[src/hdl/mips_id_pkg.sv]
/*
 * Shared definitions for the MIPS instruction decode stage:
 * widths, opcode and funct codes, ALU operation and result class codes,
 * field layouts of the instruction word and their union
 */
package mips_id_pkg;

    localparam int REG_ADDR_W = 5;
    localparam int WORD_W     = 32;

    ////////////////////////////////////////
    // Primary opcode field, bits 31..26
    ////////////////////////////////////////
    typedef enum logic [5:0] {
        OP_SPECIAL = 6'h00, OP_J     = 6'h02, OP_JAL   = 6'h03, OP_BEQ   = 6'h04,
        OP_BNE     = 6'h05, OP_BGTZ  = 6'h07, OP_ADDI  = 6'h08, OP_ADDIU = 6'h09,
        OP_SLTI    = 6'h0a, OP_SLTIU = 6'h0b, OP_ANDI  = 6'h0c, OP_ORI   = 6'h0d,
        OP_XORI    = 6'h0e, OP_LUI   = 6'h0f, OP_LB    = 6'h20, OP_LH    = 6'h21,
        OP_LW      = 6'h23, OP_LBU   = 6'h24, OP_LHU   = 6'h25, OP_SB    = 6'h28,
        OP_SH      = 6'h29, OP_SW    = 6'h2b
    } opcode_e;

    // Funct field of SPECIAL, bits 5..0
    typedef enum logic [5:0] {
        FN_SLL  = 6'h00, FN_SRL  = 6'h02, FN_SRA  = 6'h03, FN_SLLV = 6'h04,
        FN_SRLV = 6'h06, FN_SRAV = 6'h07, FN_JR   = 6'h08, FN_JALR = 6'h09,
        FN_ADD  = 6'h20, FN_ADDU = 6'h21, FN_SUB  = 6'h22, FN_SUBU = 6'h23,
        FN_AND  = 6'h24, FN_OR   = 6'h25, FN_XOR  = 6'h26, FN_NOR  = 6'h27,
        FN_SLT  = 6'h2a, FN_SLTU = 6'h2b
    } funct_e;

    ////////////////////////////////////////
    // Operation code handed to execute
    ////////////////////////////////////////
    typedef enum logic [7:0] {
        ALU_NOP   = 8'h00, ALU_SRL   = 8'h02, ALU_SRA   = 8'h03, ALU_SLLV  = 8'h04,
        ALU_SRLV  = 8'h06, ALU_SRAV  = 8'h07, ALU_JR    = 8'h08, ALU_JALR  = 8'h09,
        ALU_ADD   = 8'h20, ALU_ADDU  = 8'h21, ALU_SUB   = 8'h22, ALU_SUBU  = 8'h23,
        ALU_AND   = 8'h24, ALU_OR    = 8'h25, ALU_XOR   = 8'h26, ALU_NOR   = 8'h27,
        ALU_SLT   = 8'h2a, ALU_SLTU  = 8'h2b, ALU_J     = 8'h4f, ALU_JAL   = 8'h50,
        ALU_BEQ   = 8'h51, ALU_BNE   = 8'h52, ALU_BGTZ  = 8'h54, ALU_ADDI  = 8'h55,
        ALU_ADDIU = 8'h56, ALU_SLTI  = 8'h57, ALU_SLTIU = 8'h58, ALU_ANDI  = 8'h59,
        ALU_ORI   = 8'h5a, ALU_XORI  = 8'h5b, ALU_LUI   = 8'h5c, ALU_SLL   = 8'h7c,
        ALU_LB    = 8'he0, ALU_LH    = 8'he1, ALU_LW    = 8'he3, ALU_LBU   = 8'he4,
        ALU_LHU   = 8'he5, ALU_SB    = 8'he8, ALU_SH    = 8'he9, ALU_SW    = 8'heb
    } alu_op_e;

    // Result class, picks the execute result mux input
    typedef enum logic [2:0] {
        SEL_NOP        = 3'b000,
        SEL_LOGIC      = 3'b001,
        SEL_SHIFT      = 3'b010,
        SEL_ARITH      = 3'b100,
        SEL_LOAD_STORE = 3'b111
    } alu_sel_e;

    ////////////////////////////////////////
    // Instruction field layouts
    ////////////////////////////////////////
    typedef struct packed {
        logic [5:0]            opcode;
        logic [REG_ADDR_W-1:0] rs;
        logic [REG_ADDR_W-1:0] rt;
        logic [REG_ADDR_W-1:0] rd;
        logic [4:0]            shamt;
        logic [5:0]            funct;
    } r_fmt_t;

    typedef struct packed {
        logic [5:0]            opcode;
        logic [REG_ADDR_W-1:0] rs;
        logic [REG_ADDR_W-1:0] rt;
        logic [15:0]           imm;
    } i_fmt_t;

    typedef struct packed {
        logic [5:0]  opcode;
        logic [25:0] target;
    } j_fmt_t;

    // Same word seen as R, I or J depending on opcode
    typedef union packed {
        logic [WORD_W-1:0] raw;
        r_fmt_t            r;
        i_fmt_t            i;
        j_fmt_t            j;
    } inst_word_u;

endpackage

[src/hdl/id_ctrl_if.sv]
/*
 * Decoded control bundle of the decode stage:
 * ALU code and class, datapath selects, memory enables, immediate
 */
`timescale 1ns/1ps

interface id_ctrl_if;

    mips_id_pkg::alu_op_e             alu_op;
    mips_id_pkg::alu_sel_e            alu_sel;
    logic                             alu_src;      // Operand B from immediate
    logic                             reg_dst;      // Write to rd, else rt
    logic                             reg_write;
    logic                             mem_read;
    logic                             mem_write;
    logic [mips_id_pkg::WORD_W-1:0]   extended_imm;

    // Driven by the decoder only
    modport producer (
        output alu_op, alu_sel, alu_src, reg_dst, reg_write,
        output mem_read, mem_write, extended_imm
    );

    modport consumer (
        input alu_op, alu_sel, alu_src, reg_dst, reg_write,
        input mem_read, mem_write, extended_imm
    );

endinterface

[src/hdl/id_pipe_reg.sv]
/*
 * IF/ID stage register: instruction word, PC and valid,
 * with hold on stall and bubble insertion
 */
`timescale 1ns/1ps

module id_pipe_reg (
    input  logic                           clk,
    input  logic                           rstn,
    input  logic                           stall,
    input  logic                           if_valid,
    input  logic [mips_id_pkg::WORD_W-1:0] instruction,
    input  logic [mips_id_pkg::WORD_W-1:0] pc,
    output mips_id_pkg::inst_word_u        inst,
    output logic [mips_id_pkg::WORD_W-1:0] inst_pc,
    output logic                           id_valid
);

    ////////////////////////////////////////
    // Stage register
    ////////////////////////////////////////
    always_ff @(posedge clk or negedge rstn) begin
        if (!rstn) begin
            inst     <= '0;    // Decodes as SLL r0, harmless
            inst_pc  <= '0;
            id_valid <= 1'b0;
        end else if (!stall) begin
            id_valid <= if_valid;    // Bubble when fetch has nothing
            if (if_valid) begin
                inst.raw <= instruction;
                inst_pc  <= pc;
            end
        end
    end

    // Held state must not move while execute pushes back
    hold_on_stall: assert property (
        @(posedge clk) disable iff (!rstn)
        stall |=> $stable(inst) && $stable(inst_pc) && $stable(id_valid)
    ) else $error("decode stage register changed under stall");

endmodule

[src/hdl/ctrl_decoder.sv]
/*
 * Control decoder: operation code, result class, datapath and
 * memory controls and the extended immediate from the held word
 */
`timescale 1ns/1ps

module ctrl_decoder (
    input  mips_id_pkg::inst_word_u inst,
    id_ctrl_if.producer             ctrl
);

    mips_id_pkg::alu_op_e  op;
    mips_id_pkg::alu_sel_e sel;
    logic                  is_special;
    logic                  is_load;
    logic                  is_store;
    logic                  shamt_imm;
    logic                  zero_ext;

    assign is_special = (inst.r.opcode == mips_id_pkg::OP_SPECIAL);

    ////////////////////////////////////////
    // Operation code
    ////////////////////////////////////////
    always_comb begin
        op = mips_id_pkg::ALU_NOP;
        if (is_special) begin
            case (inst.r.funct)
                mips_id_pkg::FN_ADD:  op = mips_id_pkg::ALU_ADD;
                mips_id_pkg::FN_ADDU: op = mips_id_pkg::ALU_ADDU;
                mips_id_pkg::FN_SUB:  op = mips_id_pkg::ALU_SUB;
                mips_id_pkg::FN_SUBU: op = mips_id_pkg::ALU_SUBU;
                mips_id_pkg::FN_SLT:  op = mips_id_pkg::ALU_SLT;
                mips_id_pkg::FN_SLTU: op = mips_id_pkg::ALU_SLTU;
                mips_id_pkg::FN_AND:  op = mips_id_pkg::ALU_AND;
                mips_id_pkg::FN_OR:   op = mips_id_pkg::ALU_OR;
                mips_id_pkg::FN_XOR:  op = mips_id_pkg::ALU_XOR;
                mips_id_pkg::FN_NOR:  op = mips_id_pkg::ALU_NOR;
                mips_id_pkg::FN_SLL:  op = mips_id_pkg::ALU_SLL;
                mips_id_pkg::FN_SRL:  op = mips_id_pkg::ALU_SRL;
                mips_id_pkg::FN_SRA:  op = mips_id_pkg::ALU_SRA;
                mips_id_pkg::FN_SLLV: op = mips_id_pkg::ALU_SLLV;
                mips_id_pkg::FN_SRLV: op = mips_id_pkg::ALU_SRLV;
                mips_id_pkg::FN_SRAV: op = mips_id_pkg::ALU_SRAV;
                mips_id_pkg::FN_JR:   op = mips_id_pkg::ALU_JR;
                mips_id_pkg::FN_JALR: op = mips_id_pkg::ALU_JALR;
                default:              op = mips_id_pkg::ALU_NOP;
            endcase
        end else begin
            case (inst.i.opcode)
                mips_id_pkg::OP_ADDI:  op = mips_id_pkg::ALU_ADDI;
                mips_id_pkg::OP_ADDIU: op = mips_id_pkg::ALU_ADDIU;
                mips_id_pkg::OP_SLTI:  op = mips_id_pkg::ALU_SLTI;
                mips_id_pkg::OP_SLTIU: op = mips_id_pkg::ALU_SLTIU;
                mips_id_pkg::OP_ANDI:  op = mips_id_pkg::ALU_ANDI;
                mips_id_pkg::OP_ORI:   op = mips_id_pkg::ALU_ORI;
                mips_id_pkg::OP_XORI:  op = mips_id_pkg::ALU_XORI;
                mips_id_pkg::OP_LUI:   op = mips_id_pkg::ALU_LUI;
                mips_id_pkg::OP_LB:    op = mips_id_pkg::ALU_LB;
                mips_id_pkg::OP_LBU:   op = mips_id_pkg::ALU_LBU;
                mips_id_pkg::OP_LH:    op = mips_id_pkg::ALU_LH;
                mips_id_pkg::OP_LHU:   op = mips_id_pkg::ALU_LHU;
                mips_id_pkg::OP_LW:    op = mips_id_pkg::ALU_LW;
                mips_id_pkg::OP_SB:    op = mips_id_pkg::ALU_SB;
                mips_id_pkg::OP_SH:    op = mips_id_pkg::ALU_SH;
                mips_id_pkg::OP_SW:    op = mips_id_pkg::ALU_SW;
                mips_id_pkg::OP_J:     op = mips_id_pkg::ALU_J;
                mips_id_pkg::OP_JAL:   op = mips_id_pkg::ALU_JAL;
                mips_id_pkg::OP_BEQ:   op = mips_id_pkg::ALU_BEQ;
                mips_id_pkg::OP_BNE:   op = mips_id_pkg::ALU_BNE;
                mips_id_pkg::OP_BGTZ:  op = mips_id_pkg::ALU_BGTZ;
                default:               op = mips_id_pkg::ALU_NOP;
            endcase
        end
    end

    // Result class follows from the operation; jumps stay SEL_NOP
    always_comb begin
        case (op)
            mips_id_pkg::ALU_ADD, mips_id_pkg::ALU_ADDU, mips_id_pkg::ALU_SUB,
            mips_id_pkg::ALU_SUBU, mips_id_pkg::ALU_SLT, mips_id_pkg::ALU_SLTU,
            mips_id_pkg::ALU_ADDI, mips_id_pkg::ALU_ADDIU, mips_id_pkg::ALU_SLTI,
            mips_id_pkg::ALU_SLTIU:
                sel = mips_id_pkg::SEL_ARITH;
            mips_id_pkg::ALU_AND, mips_id_pkg::ALU_OR, mips_id_pkg::ALU_XOR,
            mips_id_pkg::ALU_NOR, mips_id_pkg::ALU_ANDI, mips_id_pkg::ALU_ORI,
            mips_id_pkg::ALU_XORI, mips_id_pkg::ALU_LUI:
                sel = mips_id_pkg::SEL_LOGIC;
            mips_id_pkg::ALU_SLL, mips_id_pkg::ALU_SRL, mips_id_pkg::ALU_SRA,
            mips_id_pkg::ALU_SLLV, mips_id_pkg::ALU_SRLV, mips_id_pkg::ALU_SRAV:
                sel = mips_id_pkg::SEL_SHIFT;
            mips_id_pkg::ALU_LB, mips_id_pkg::ALU_LBU, mips_id_pkg::ALU_LH,
            mips_id_pkg::ALU_LHU, mips_id_pkg::ALU_LW, mips_id_pkg::ALU_SB,
            mips_id_pkg::ALU_SH, mips_id_pkg::ALU_SW:
                sel = mips_id_pkg::SEL_LOAD_STORE;
            default:
                sel = mips_id_pkg::SEL_NOP;
        endcase
    end

    assign is_load   = op inside {mips_id_pkg::ALU_LB, mips_id_pkg::ALU_LBU,
                                  mips_id_pkg::ALU_LH, mips_id_pkg::ALU_LHU,
                                  mips_id_pkg::ALU_LW};
    assign is_store  = op inside {mips_id_pkg::ALU_SB, mips_id_pkg::ALU_SH,
                                  mips_id_pkg::ALU_SW};
    assign shamt_imm = op inside {mips_id_pkg::ALU_SLL, mips_id_pkg::ALU_SRL,
                                  mips_id_pkg::ALU_SRA};    // Only reachable via funct
    assign zero_ext  = op inside {mips_id_pkg::ALU_ANDI, mips_id_pkg::ALU_ORI,
                                  mips_id_pkg::ALU_XORI, mips_id_pkg::ALU_LUI};

    ////////////////////////////////////////
    // Control outputs
    ////////////////////////////////////////
    assign ctrl.alu_op    = op;
    assign ctrl.alu_sel   = sel;
    assign ctrl.alu_src   = (!is_special && sel != mips_id_pkg::SEL_NOP) || shamt_imm;
    assign ctrl.reg_dst   = is_special;
    assign ctrl.reg_write = sel inside {mips_id_pkg::SEL_ARITH, mips_id_pkg::SEL_LOGIC,
                                        mips_id_pkg::SEL_SHIFT}
                            || is_load
                            || op inside {mips_id_pkg::ALU_JALR, mips_id_pkg::ALU_JAL};
    assign ctrl.mem_read  = is_load;
    assign ctrl.mem_write = is_store;

    // Shift amount, logical immediates, then sign extension for the rest
    assign ctrl.extended_imm =
        shamt_imm ? {{(mips_id_pkg::WORD_W-mips_id_pkg::REG_ADDR_W){1'b0}}, inst.r.shamt} :
        zero_ext  ? {16'b0, inst.i.imm} :
                    {{16{inst.i.imm[15]}}, inst.i.imm};

endmodule

[src/hdl/branch_resolver.sv]
/*
 * Jump and branch resolution in decode:
 * taken decision from register data, target from PC+4
 */
`timescale 1ns/1ps

module branch_resolver (
    input  mips_id_pkg::inst_word_u        inst,
    input  logic [mips_id_pkg::WORD_W-1:0] inst_pc,
    input  logic                           id_valid,
    input  logic [mips_id_pkg::WORD_W-1:0] rs_data,
    input  logic [mips_id_pkg::WORD_W-1:0] rt_data,
    id_ctrl_if.consumer                    ctrl,
    output logic [mips_id_pkg::WORD_W-1:0] jump_pc,
    output logic                           do_jump
);

    logic [mips_id_pkg::WORD_W-1:0] pc_plus_4;
    logic [mips_id_pkg::WORD_W-1:0] branch_pc;
    logic                           take;

    assign pc_plus_4 = inst_pc + 32'd4;
    assign branch_pc = pc_plus_4 + {ctrl.extended_imm[29:0], 2'b00};    // Word offset

    ////////////////////////////////////////
    // Decision and target
    ////////////////////////////////////////
    always_comb begin
        take    = 1'b0;
        jump_pc = '0;
        case (inst.r.opcode)
            mips_id_pkg::OP_SPECIAL: begin
                if (inst.r.funct == mips_id_pkg::FN_JR ||
                    inst.r.funct == mips_id_pkg::FN_JALR) begin
                    take    = 1'b1;
                    jump_pc = rs_data;
                end
            end
            mips_id_pkg::OP_J, mips_id_pkg::OP_JAL: begin
                take    = 1'b1;
                jump_pc = {pc_plus_4[31:28], inst.j.target, 2'b00};    // Same 256 MB region
            end
            mips_id_pkg::OP_BEQ: begin
                take    = (rs_data == rt_data);
                jump_pc = branch_pc;
            end
            mips_id_pkg::OP_BNE: begin
                take    = (rs_data != rt_data);
                jump_pc = branch_pc;
            end
            mips_id_pkg::OP_BGTZ: begin
                take    = !rs_data[31] && (|rs_data);    // Signed greater than zero
                jump_pc = branch_pc;
            end
            default: begin
                take    = 1'b0;
                jump_pc = '0;
            end
        endcase
    end

    assign do_jump = take && id_valid;    // No redirect from a bubble

endmodule

[src/hdl/id_stage.sv]
/*
 * Decode stage top: stage register, control decoder and branch
 * resolver, fanned out to plain ports
 */
`timescale 1ns/1ps

module id_stage (
    input  logic                               clk,
    input  logic                               rstn,
    input  logic                               stall,
    input  logic                               if_valid,
    input  logic [mips_id_pkg::WORD_W-1:0]     instruction,
    input  logic [mips_id_pkg::WORD_W-1:0]     pc,
    input  logic [mips_id_pkg::WORD_W-1:0]     rs_data,
    input  logic [mips_id_pkg::WORD_W-1:0]     rt_data,
    output logic [mips_id_pkg::REG_ADDR_W-1:0] rs,
    output logic [mips_id_pkg::REG_ADDR_W-1:0] rt,
    output logic [mips_id_pkg::REG_ADDR_W-1:0] rd,
    output logic [mips_id_pkg::WORD_W-1:0]     inst_out,
    output logic [mips_id_pkg::WORD_W-1:0]     pc_out,
    output logic                               id_valid,
    output mips_id_pkg::alu_op_e               alu_op,
    output mips_id_pkg::alu_sel_e              alu_sel,
    output logic                               alu_src,
    output logic                               reg_dst,
    output logic                               reg_write,
    output logic                               mem_read,
    output logic                               mem_write,
    output logic [mips_id_pkg::WORD_W-1:0]     extended_imm,
    output logic [mips_id_pkg::WORD_W-1:0]     jump_pc,
    output logic                               do_jump
);

    mips_id_pkg::inst_word_u        inst;
    logic [mips_id_pkg::WORD_W-1:0] inst_pc;

    id_ctrl_if ctrl_bus ();

    id_pipe_reg i_id_pipe_reg (
        .clk         (clk),
        .rstn        (rstn),
        .stall       (stall),
        .if_valid    (if_valid),
        .instruction (instruction),
        .pc          (pc),
        .inst        (inst),
        .inst_pc     (inst_pc),
        .id_valid    (id_valid)
    );

    ctrl_decoder i_ctrl_decoder (
        .inst (inst),
        .ctrl (ctrl_bus.producer)
    );

    branch_resolver i_branch_resolver (
        .inst     (inst),
        .inst_pc  (inst_pc),
        .id_valid (id_valid),
        .rs_data  (rs_data),
        .rt_data  (rt_data),
        .ctrl     (ctrl_bus.consumer),
        .jump_pc  (jump_pc),
        .do_jump  (do_jump)
    );

    // Register file addresses straight from the held word
    assign rs       = inst.r.rs;
    assign rt       = inst.r.rt;
    assign rd       = inst.r.rd;
    assign inst_out = inst.raw;
    assign pc_out   = inst_pc;

    assign alu_op       = ctrl_bus.alu_op;
    assign alu_sel      = ctrl_bus.alu_sel;
    assign alu_src      = ctrl_bus.alu_src;
    assign reg_dst      = ctrl_bus.reg_dst;
    assign reg_write    = ctrl_bus.reg_write;
    assign mem_read     = ctrl_bus.mem_read;
    assign mem_write    = ctrl_bus.mem_write;
    assign extended_imm = ctrl_bus.extended_imm;

endmodule

[config.mk]
export PLATFORM = sky130hd
export DESIGN_NAME = id_stage
export DESIGN_NICKNAME = d
export VERILOG_FILES = /design/src/hdl/mips_id_pkg.sv /design/src/hdl/id_ctrl_if.sv /design/src/hdl/id_pipe_reg.sv /design/src/hdl/ctrl_decoder.sv /design/src/hdl/branch_resolver.sv /design/src/hdl/id_stage.sv
export SDC_FILE = /design/constraint.sdc
export NUM_CORES = 1
export LEC_CHECK = 0
export ABC_CLOCK_PERIOD_IN_PS = 6300
export BUFFER_PORTS_ARGS = -buffer_cell sky130_fd_sc_hd__clkbuf_2
export CAP_MARGIN = 20
export CORE_MARGIN = 2
export CORE_UTILIZATION = 50
export CTS_CLUSTER_SIZE = 24
export DETAILED_ROUTE_END_ITERATION = 7
export GPL_ROUTABILITY_DRIVEN = 0
export GPL_TIMING_DRIVEN = 0
export PLACE_DENSITY_LB_ADDON = 0.2
export SLEW_MARGIN = 20
export SYNTH_ARGS = -nofsm -noshare
export SYNTH_HDL_FRONTEND = slang
export SYNTH_SLANG_ARGS = --single-unit
[constraint.sdc]
create_clock -name clk -period 6.3 [get_ports clk]
set_input_delay 0.315 -clock clk [delete_from_list [all_inputs] [get_ports clk]]
set_output_delay 0.315 -clock clk [all_outputs]
set_load 0.1 [all_outputs]
# Word-level counts from Yosys, hierarchy flattened
# Memory sizes are Yosys's and may differ from the RTL's.
# Cells that the tools add are included.
# W data, S select, Z words.
# totals
output_inout_bits	161
regBits	65
romBits	960
n_memories	2
word_cells	87
inputBits	132
# mem_list
name	words	word_bits	rd	rd_ports_with_merged_regs	write_ports	line	text
(name not given)	64	8	1	0	0	ctrl_decoder.sv:50	case (inst.i.opcode)
(name not given)	64	7	1	0	0	ctrl_decoder.sv:28	case (inst.r.funct)
# classes
reduce_logical	25
bitwise_logic	1
muxes	8
n_eq_ne	46
n_addsub	2
# op_table
operator	n
$mux W32	3
$pmux W32 S3	1
$eq A8 B6 Y1 const B	10
$eq A8 B7 Y1 const B	10
$eq A8 B8 Y1 const B	8
$add A32 B3 Y32 const B	1
$add A32 B32 Y32	1
$eq A32 B32 Y1	1
$ne A32 B32 Y1	1
$reduce_or A32 Y1	1
$eq A8 B3 Y1 const B	3
$eq A6 B3 Y1 const B	3
$eq A8 B2 Y1 const B	2
$reduce_or A8 Y1	2
$eq A6 B2 Y1 const B	2
$eq A6 B4 Y1 const B	2
$pmux W3 S4	1
$reduce_bool A3 Y1	4
$reduce_or A10 Y1	1
$eq A8 B4 Y1 const B	1
$mux W8	1
$logic_not A6 Y1	1
$reduce_or A6 Y1	1
$pmux W1 S5	1
other kinds (14)	20

# Logic depth before layout (Yosys ltp)
# depth
ltp_word	9
ltp_mapped	25
mapped_depth_nobuf	22

# Cells and area by module
# Synthesis repeated with hierarchy kept, for this count alone.
# unflattened
hier_cells	781
area_unflattened_um2	7120.6
# modules_own_cells
mod	area_each_um2	cells_per_inst	n_inst	seq_area_each_um2
branch_resolver	3254.4	471	1	0.0
id_pipe_reg	2680.1	138	1	1626.6
ctrl_decoder	1073.5	157	1	0.0
id_stage	112.6	15	1	0.0

# Worst setup path before layout
# No wires, ideal clock.
# synth_path
path_type	flip-flop to output port
start	register i_id_pipe_reg.inst[27] (netlist name)
end	output jump_pc[28] (netlist name)
setup_slack_ns	-3.272
n_path_buf	1
t_required_ns	5.985
arrival_ns	9.257
stages_incl_launch_ff	20
path_cell_list	dfrtp_1 > inv_1 > ha_1 > buf_2 > nand3_4 > clkinv_1 > o22ai_1 > nand2b_1 > xnor2_1 > o21a_1 > ha_1 > a21o_1 > a21o_1 > a21o_1 > a21o_1 > a21oi_1 > o21a_1 > o311ai_2 > xnor2_1 > o21ai_1
# synth_between
elab_chain_len	8
elab_cells_between_ends	23
classes_between	add/sub (1); eq/ne (12); mux (4); reduce/logical (5); memory (1)
# synth_rtl
element	line	text
start: declaration	id_pipe_reg.sv:14	output mips_id_pkg::inst_word_u inst,
$logic_not A6 Y1 (*)	ctrl_decoder.sv:20	assign is_special = (inst.r.opcode == mips_id_pkg::OP_SPECIAL);
named net reg_dst	id_stage.sv:25	output logic reg_dst,
$mux W8 (*)	ctrl_decoder.sv:27	if (is_special) begin
named net alu_op[0]	id_stage.sv:22	output mips_id_pkg::alu_op_e alu_op,
$eq A8 B7 Y1	ctrl_decoder.sv:108	assign zero_ext = op inside {mips_id_pkg::ALU_ANDI, mips_id_pkg::ALU_ORI,
$reduce_bool A4 Y1	ctrl_decoder.sv:108	
$mux W32	ctrl_decoder.sv:128	zero_ext ? {16'b0, inst.i.imm} :
$mux W32 (*)	ctrl_decoder.sv:127	shamt_imm ? {{(mips_id_pkg::WORD_W-mips_id_pkg::REG_ADDR_W){1'b0}}, inst.r.shamt} :
named net extended_imm (one bit)	id_stage.sv:29	output logic [mips_id_pkg::WORD_W-1:0] extended_imm,
$add A32 B32 Y32 (*)	branch_resolver.sv:23	assign branch_pc = pc_plus_4 + {ctrl.extended_imm[29:0], 2'b00};
$pmux W32 S3 (*)	branch_resolver.sv:31	case (inst.r.opcode)
end: declaration	id_stage.sv:30	output logic [mips_id_pkg::WORD_W-1:0] jump_pc,
# Mark *: on every way through the listed nets, which the timed path passes. The rest lies on a longest branch.

# Worst setup path in the final report
# layout_path
start	register i_id_pipe_reg.inst[27] (netlist name)
end	output jump_pc[17] (netlist name)
# layout_between
elab_chain_len	7
elab_cells_between_ends	17
classes_between	add/sub (1); eq/ne (8); mux (3); reduce/logical (4); memory (1)
# layout_rtl
element	line	text
$mem_v2 Z64 W8 / $logic_not A6 Y1 (equally long branches)	-	
$mux W8	ctrl_decoder.sv:27	
$eq A8 B7 Y1 / $eq A8 B2 Y1 (equally long branches)	ctrl_decoder.sv:106	assign shamt_imm = op inside {mips_id_pkg::ALU_SLL, mips_id_pkg::ALU_SRL,
$reduce_bool A3 Y1	ctrl_decoder.sv:106	
$mux W32	ctrl_decoder.sv:127	
$add A32 B32 Y32	branch_resolver.sv:23	
$pmux W32 S3 (*)	branch_resolver.sv:31	
# Mark *: on every way between the ends. The rest lies on a longest branch, timed or not.

==> metrics.md <==
| Metric | Value |
|---|---|
| Vias/cell | `a little over 6` |
| Final setup vio count | `0` |
| Vias | `7880` |
| Top fanout value on the critical path | `8` |
| CTS sink count | `65` |
| R2R depth | `3` |
| Commonest non-fill, non-tap cells in the layout | `277 x clkbuf_2, 62 x mux2_2, 58 x nand2_1, 58 x dfrtp_1, 50 x nor2_1` |
| Fin crit share | `a little over nine tenths` |
| 1st-iter DRT viols | `648` |
| Clock period minus worst slack | `approximately 6.1 ns` |
| First-pass GRT wire length | `between 30000 and 40000 um` |
| Max Slew Vio Count | `0` |
| Setup Skew | `0 ns` |
| Clock-pin slew on the worst setup and hold paths | `about 0.07 ns` |
| Required time worst endpoint | `5.98 ns` |
| Ys Warns | `0` |
| Finished Layout Cells | `~1.3k` |
| Crit. End Element | `output pin` |
| Worst skew pair latency | `roughly 0.34 ns` |
| Register area | `about 0.0016 mm^2` |
| Top cell type's share of synthesized area | `between 20% and 30%` |
| FILL cells | `~1.1k` |
| Initial antenna violation count | `1` |
| Footprint of the multi-input gates | `roughly 0.0051 mm^2` |
| Slew headroom | `roughly a third` |
| Clk root buf | `clkbuf_16` |
| Total CTS buffers | `9` |
| #FFs+latches synth | `between 60 and 70` |
| Remaining Overflow, GRT | `0` |
| Hold_ws | `~0.17 ns` |
| Die height | `122 um` |
| Cell total after placement | `around 1.3k` |
| Synth Area per Inst | `8.55 um^2` |
| Total Nets Final | `roughly 1.3k` |
| Width of the die | `122 um` |
| Pleak | `around 0.0045 uW` |
| Critical path arrival | `5.82 ns` |
| EDFF count, synth | `0` |
| H-tree depth reported by CTS | `3` |
| Design Area, Final | `0.00954 mm^2` |
| Comb pwr share | `between 60% and 70%` |
| Clock power frac | `15.4%` |
| Drt pass-1 iters | `8` |
| Setup tns final | `0 ns` |
| GRT Total Usage | `around 34%` |
| Achievable Freq | `163 MHz` |
| Die ar. | `between 0.01 and 0.015 mm^2` |
| Core box area | `approximately 0.013 mm^2` |
| Register area share after synthesis | `a little under a quarter` |
| Row count | `42` |
| TritonCTS clock tree | `yes` |
| Total Power | `3880 uW` |
| Post-route ant nets | `0` |
| Port buffer count | `roughly 290` |
| Switching pwr | `between 2000 and 2500 uW` |
| Post-DP HPWL | `20900 um` |
| Mapped Area | `between 0.006 and 0.007 mm^2` |
| Vias in the first global route | `just over 7k` |
| Status | `finished, violations left` |
| Area leader, netlist | `dfrtp_1` |
| Avg WL per Cell | `approximately 20 um` |
| Most common cell after layout, fill and taps aside | `clkbuf_2` |
| Final Hold Viols | `0` |
| Sequential share of power | `14.9%` |
| Pin count of the biggest net entering global routing | `36` |
| DRC violations left | `1` |
| Synth cell types | `slightly above 80` |
| Max-cap violation count | `0` |
| PwrDens | `406 mW/mm^2` |
| Final WL | `26400 um` |
| Ports | `around 290` |
| Area delta synth->final | `37.9%` |
| Failing checks | `DRC` |
| Critical path type | `reg -> out` |
| Synthesized instance count | `approximately 810` |
| Worst VDD drop | `around 0.29 mV` |
| Pin slew with the least headroom to its limit | `~0.97 ns` |
| Layout cells sized above 1 | `a little over two fifths` |
| Area contributors post-synth | `dfrtp_1 24%, mux2_2 11%, ha_1 6.5%` |
| WHS Path Cells | `3` |
| Placement-stage cell area | `roughly 0.0089 mm^2` |
| Most common flop cell mapped by yosys | `dfrtp_1` |
| Internal Pwr Total | `1540 uW` |
| HP Class | `in -> reg` |
| CP Launch Type | `register` |
| Clock Tree Buf Depth | `2` |
| Starting Density | `slightly above 50%` |
| Sw frac | `60.2%` |
| Asr flop ratio synth | `100%` |
| Syn_nets | `approximately 1000` |
## cell families (layout without fill, tap and decap cells)
group	count (synthesis)	in the layout	synth area share, %
compound gates	198	199	20.4
fa+ha+maj	37	37	6.80
mux	72	72	11.6
flops	65	65	23.5
xor+xnor	88	88	11.1
buf+inv	93	411	7.09
simple gates	256	256	19.5
other cells	0	1	0
## worst max-delay path, cell delays in order (launching register included)
cell      delay, ns
dfrtp_4        0.43
inv_2          0.06
ha_2           0.17
buf_6          0.14
o21ba_2        0.20
o221a_2        0.26
o32a_1         0.20
buf_12         0.15
or3_4          0.39
o21ai_4        0.21
buf_4          0.15
mux2_4         0.32
ha_1           0.29
a21o_1         0.16
a21oi_2        0.15
nor2_1         0.08
o31ai_2        0.34
nor3_1         0.10
a211oi_2       0.28
a21oi_2        0.14
o21ai_4        0.24
a21oi_2        0.12
a21oi_1        0.20
xor2_1         0.33
o21ai_4        0.10
clkbuf_8       0.24
## power groups by stage
stage,registers (uW),clock network (uW),logic (uW)
detailed placement,587,0,2590
floorplan,1010,0,1710
finish,578,599,2700
global placement,583,0,2560
CTS,576,605,2630
global route,588,628,2820
## metrics by stage
step,utilization [%],worst slack (ns)
floorplan,-,-0.00969
global placement,66.2,-0.128
detailed placement,66.3,-0.169
CTS,70.4,0.0231
global route,71.2,-0.00931
finish,71.2,0.166
## synth_stat cells (all sizes together) (4+ instances only)
cell / count
dfrtp: 65
mux2: 65
nand2: 60
nor2: 55
xor2: 49
o21ai: 48
buf: 41
a21oi: 40
xnor2: 39
ha: 36
clkbuf: 29
nand3: 26
inv: 22
a22oi: 20
nor4: 20
a21o: 18
and2: 18
nand4: 14
nand2b: 13
nor3: 13
a31oi: 11
and3: 11
nor2b: 9
mux2i: 7
a211oi: 5
a222oi: 4
o211ai: 4
o21a: 4
## worst paths after layout
path | start | to | slack [ns]
setup / recovery | i_id_pipe_reg.inst[27] | jump_pc[17] | 0.17
hold / removal | instruction[26] | i_id_pipe_reg.inst[26] | 0.17
setup reg to reg | i_id_pipe_reg.inst[28] | i_id_pipe_reg.inst[28] | 5.03
hold reg to reg | i_id_pipe_reg.id_valid | i_id_pipe_reg.id_valid | 0.53
max in group asynchronous | rstn | i_id_pipe_reg.inst[14] | 5.24
min in group asynchronous | rstn | i_id_pipe_reg.inst[29] | 0.49
## cell type report
class	count	share of cell area (%)
Antenna cell	1	0.0262
Multi-Input combinational cell	652	53.9
Buffer	69	4.29
Clock inverter	6	1.21
Inverter	23	0.918
Sequential cell	65	17.2
Tap cell	176	2.31
Clock buffer	10	2.40
Timing Repair Buffer	303	17.8
## state kept, by name, indices dropped and copies added (netlist names)
name	count
i_id_pipe_reg.inst	32
i_id_pipe_reg.inst_pc	32
i_id_pipe_reg.id_valid	1
## per-layer routing
metal / vias to the layer above / wire length, um / part of all wire [%] / GRT usage, %
met5: - / 0 / 0 / 0
met4: 0 / 1650 / 6.2 / 19.3
met3: 107 / 2320 / 8.8 / 7.26
met2: 477 / 11900 / 45 / 53.4
met1: 3714 / 10500 / 40 / 43.9
li1: 3582 / - / - / -
## timing repair
action,4_1_cts,5_1_grt
setup endpoints to repair,20,19
endpoints found under the hold margin,30,0
gates cloned,0,1
pin swaps,8,21
hold buffers,1,0
resized for setup,31,19
setup buffers,5,4
Power figures use the tool's default switching activity.
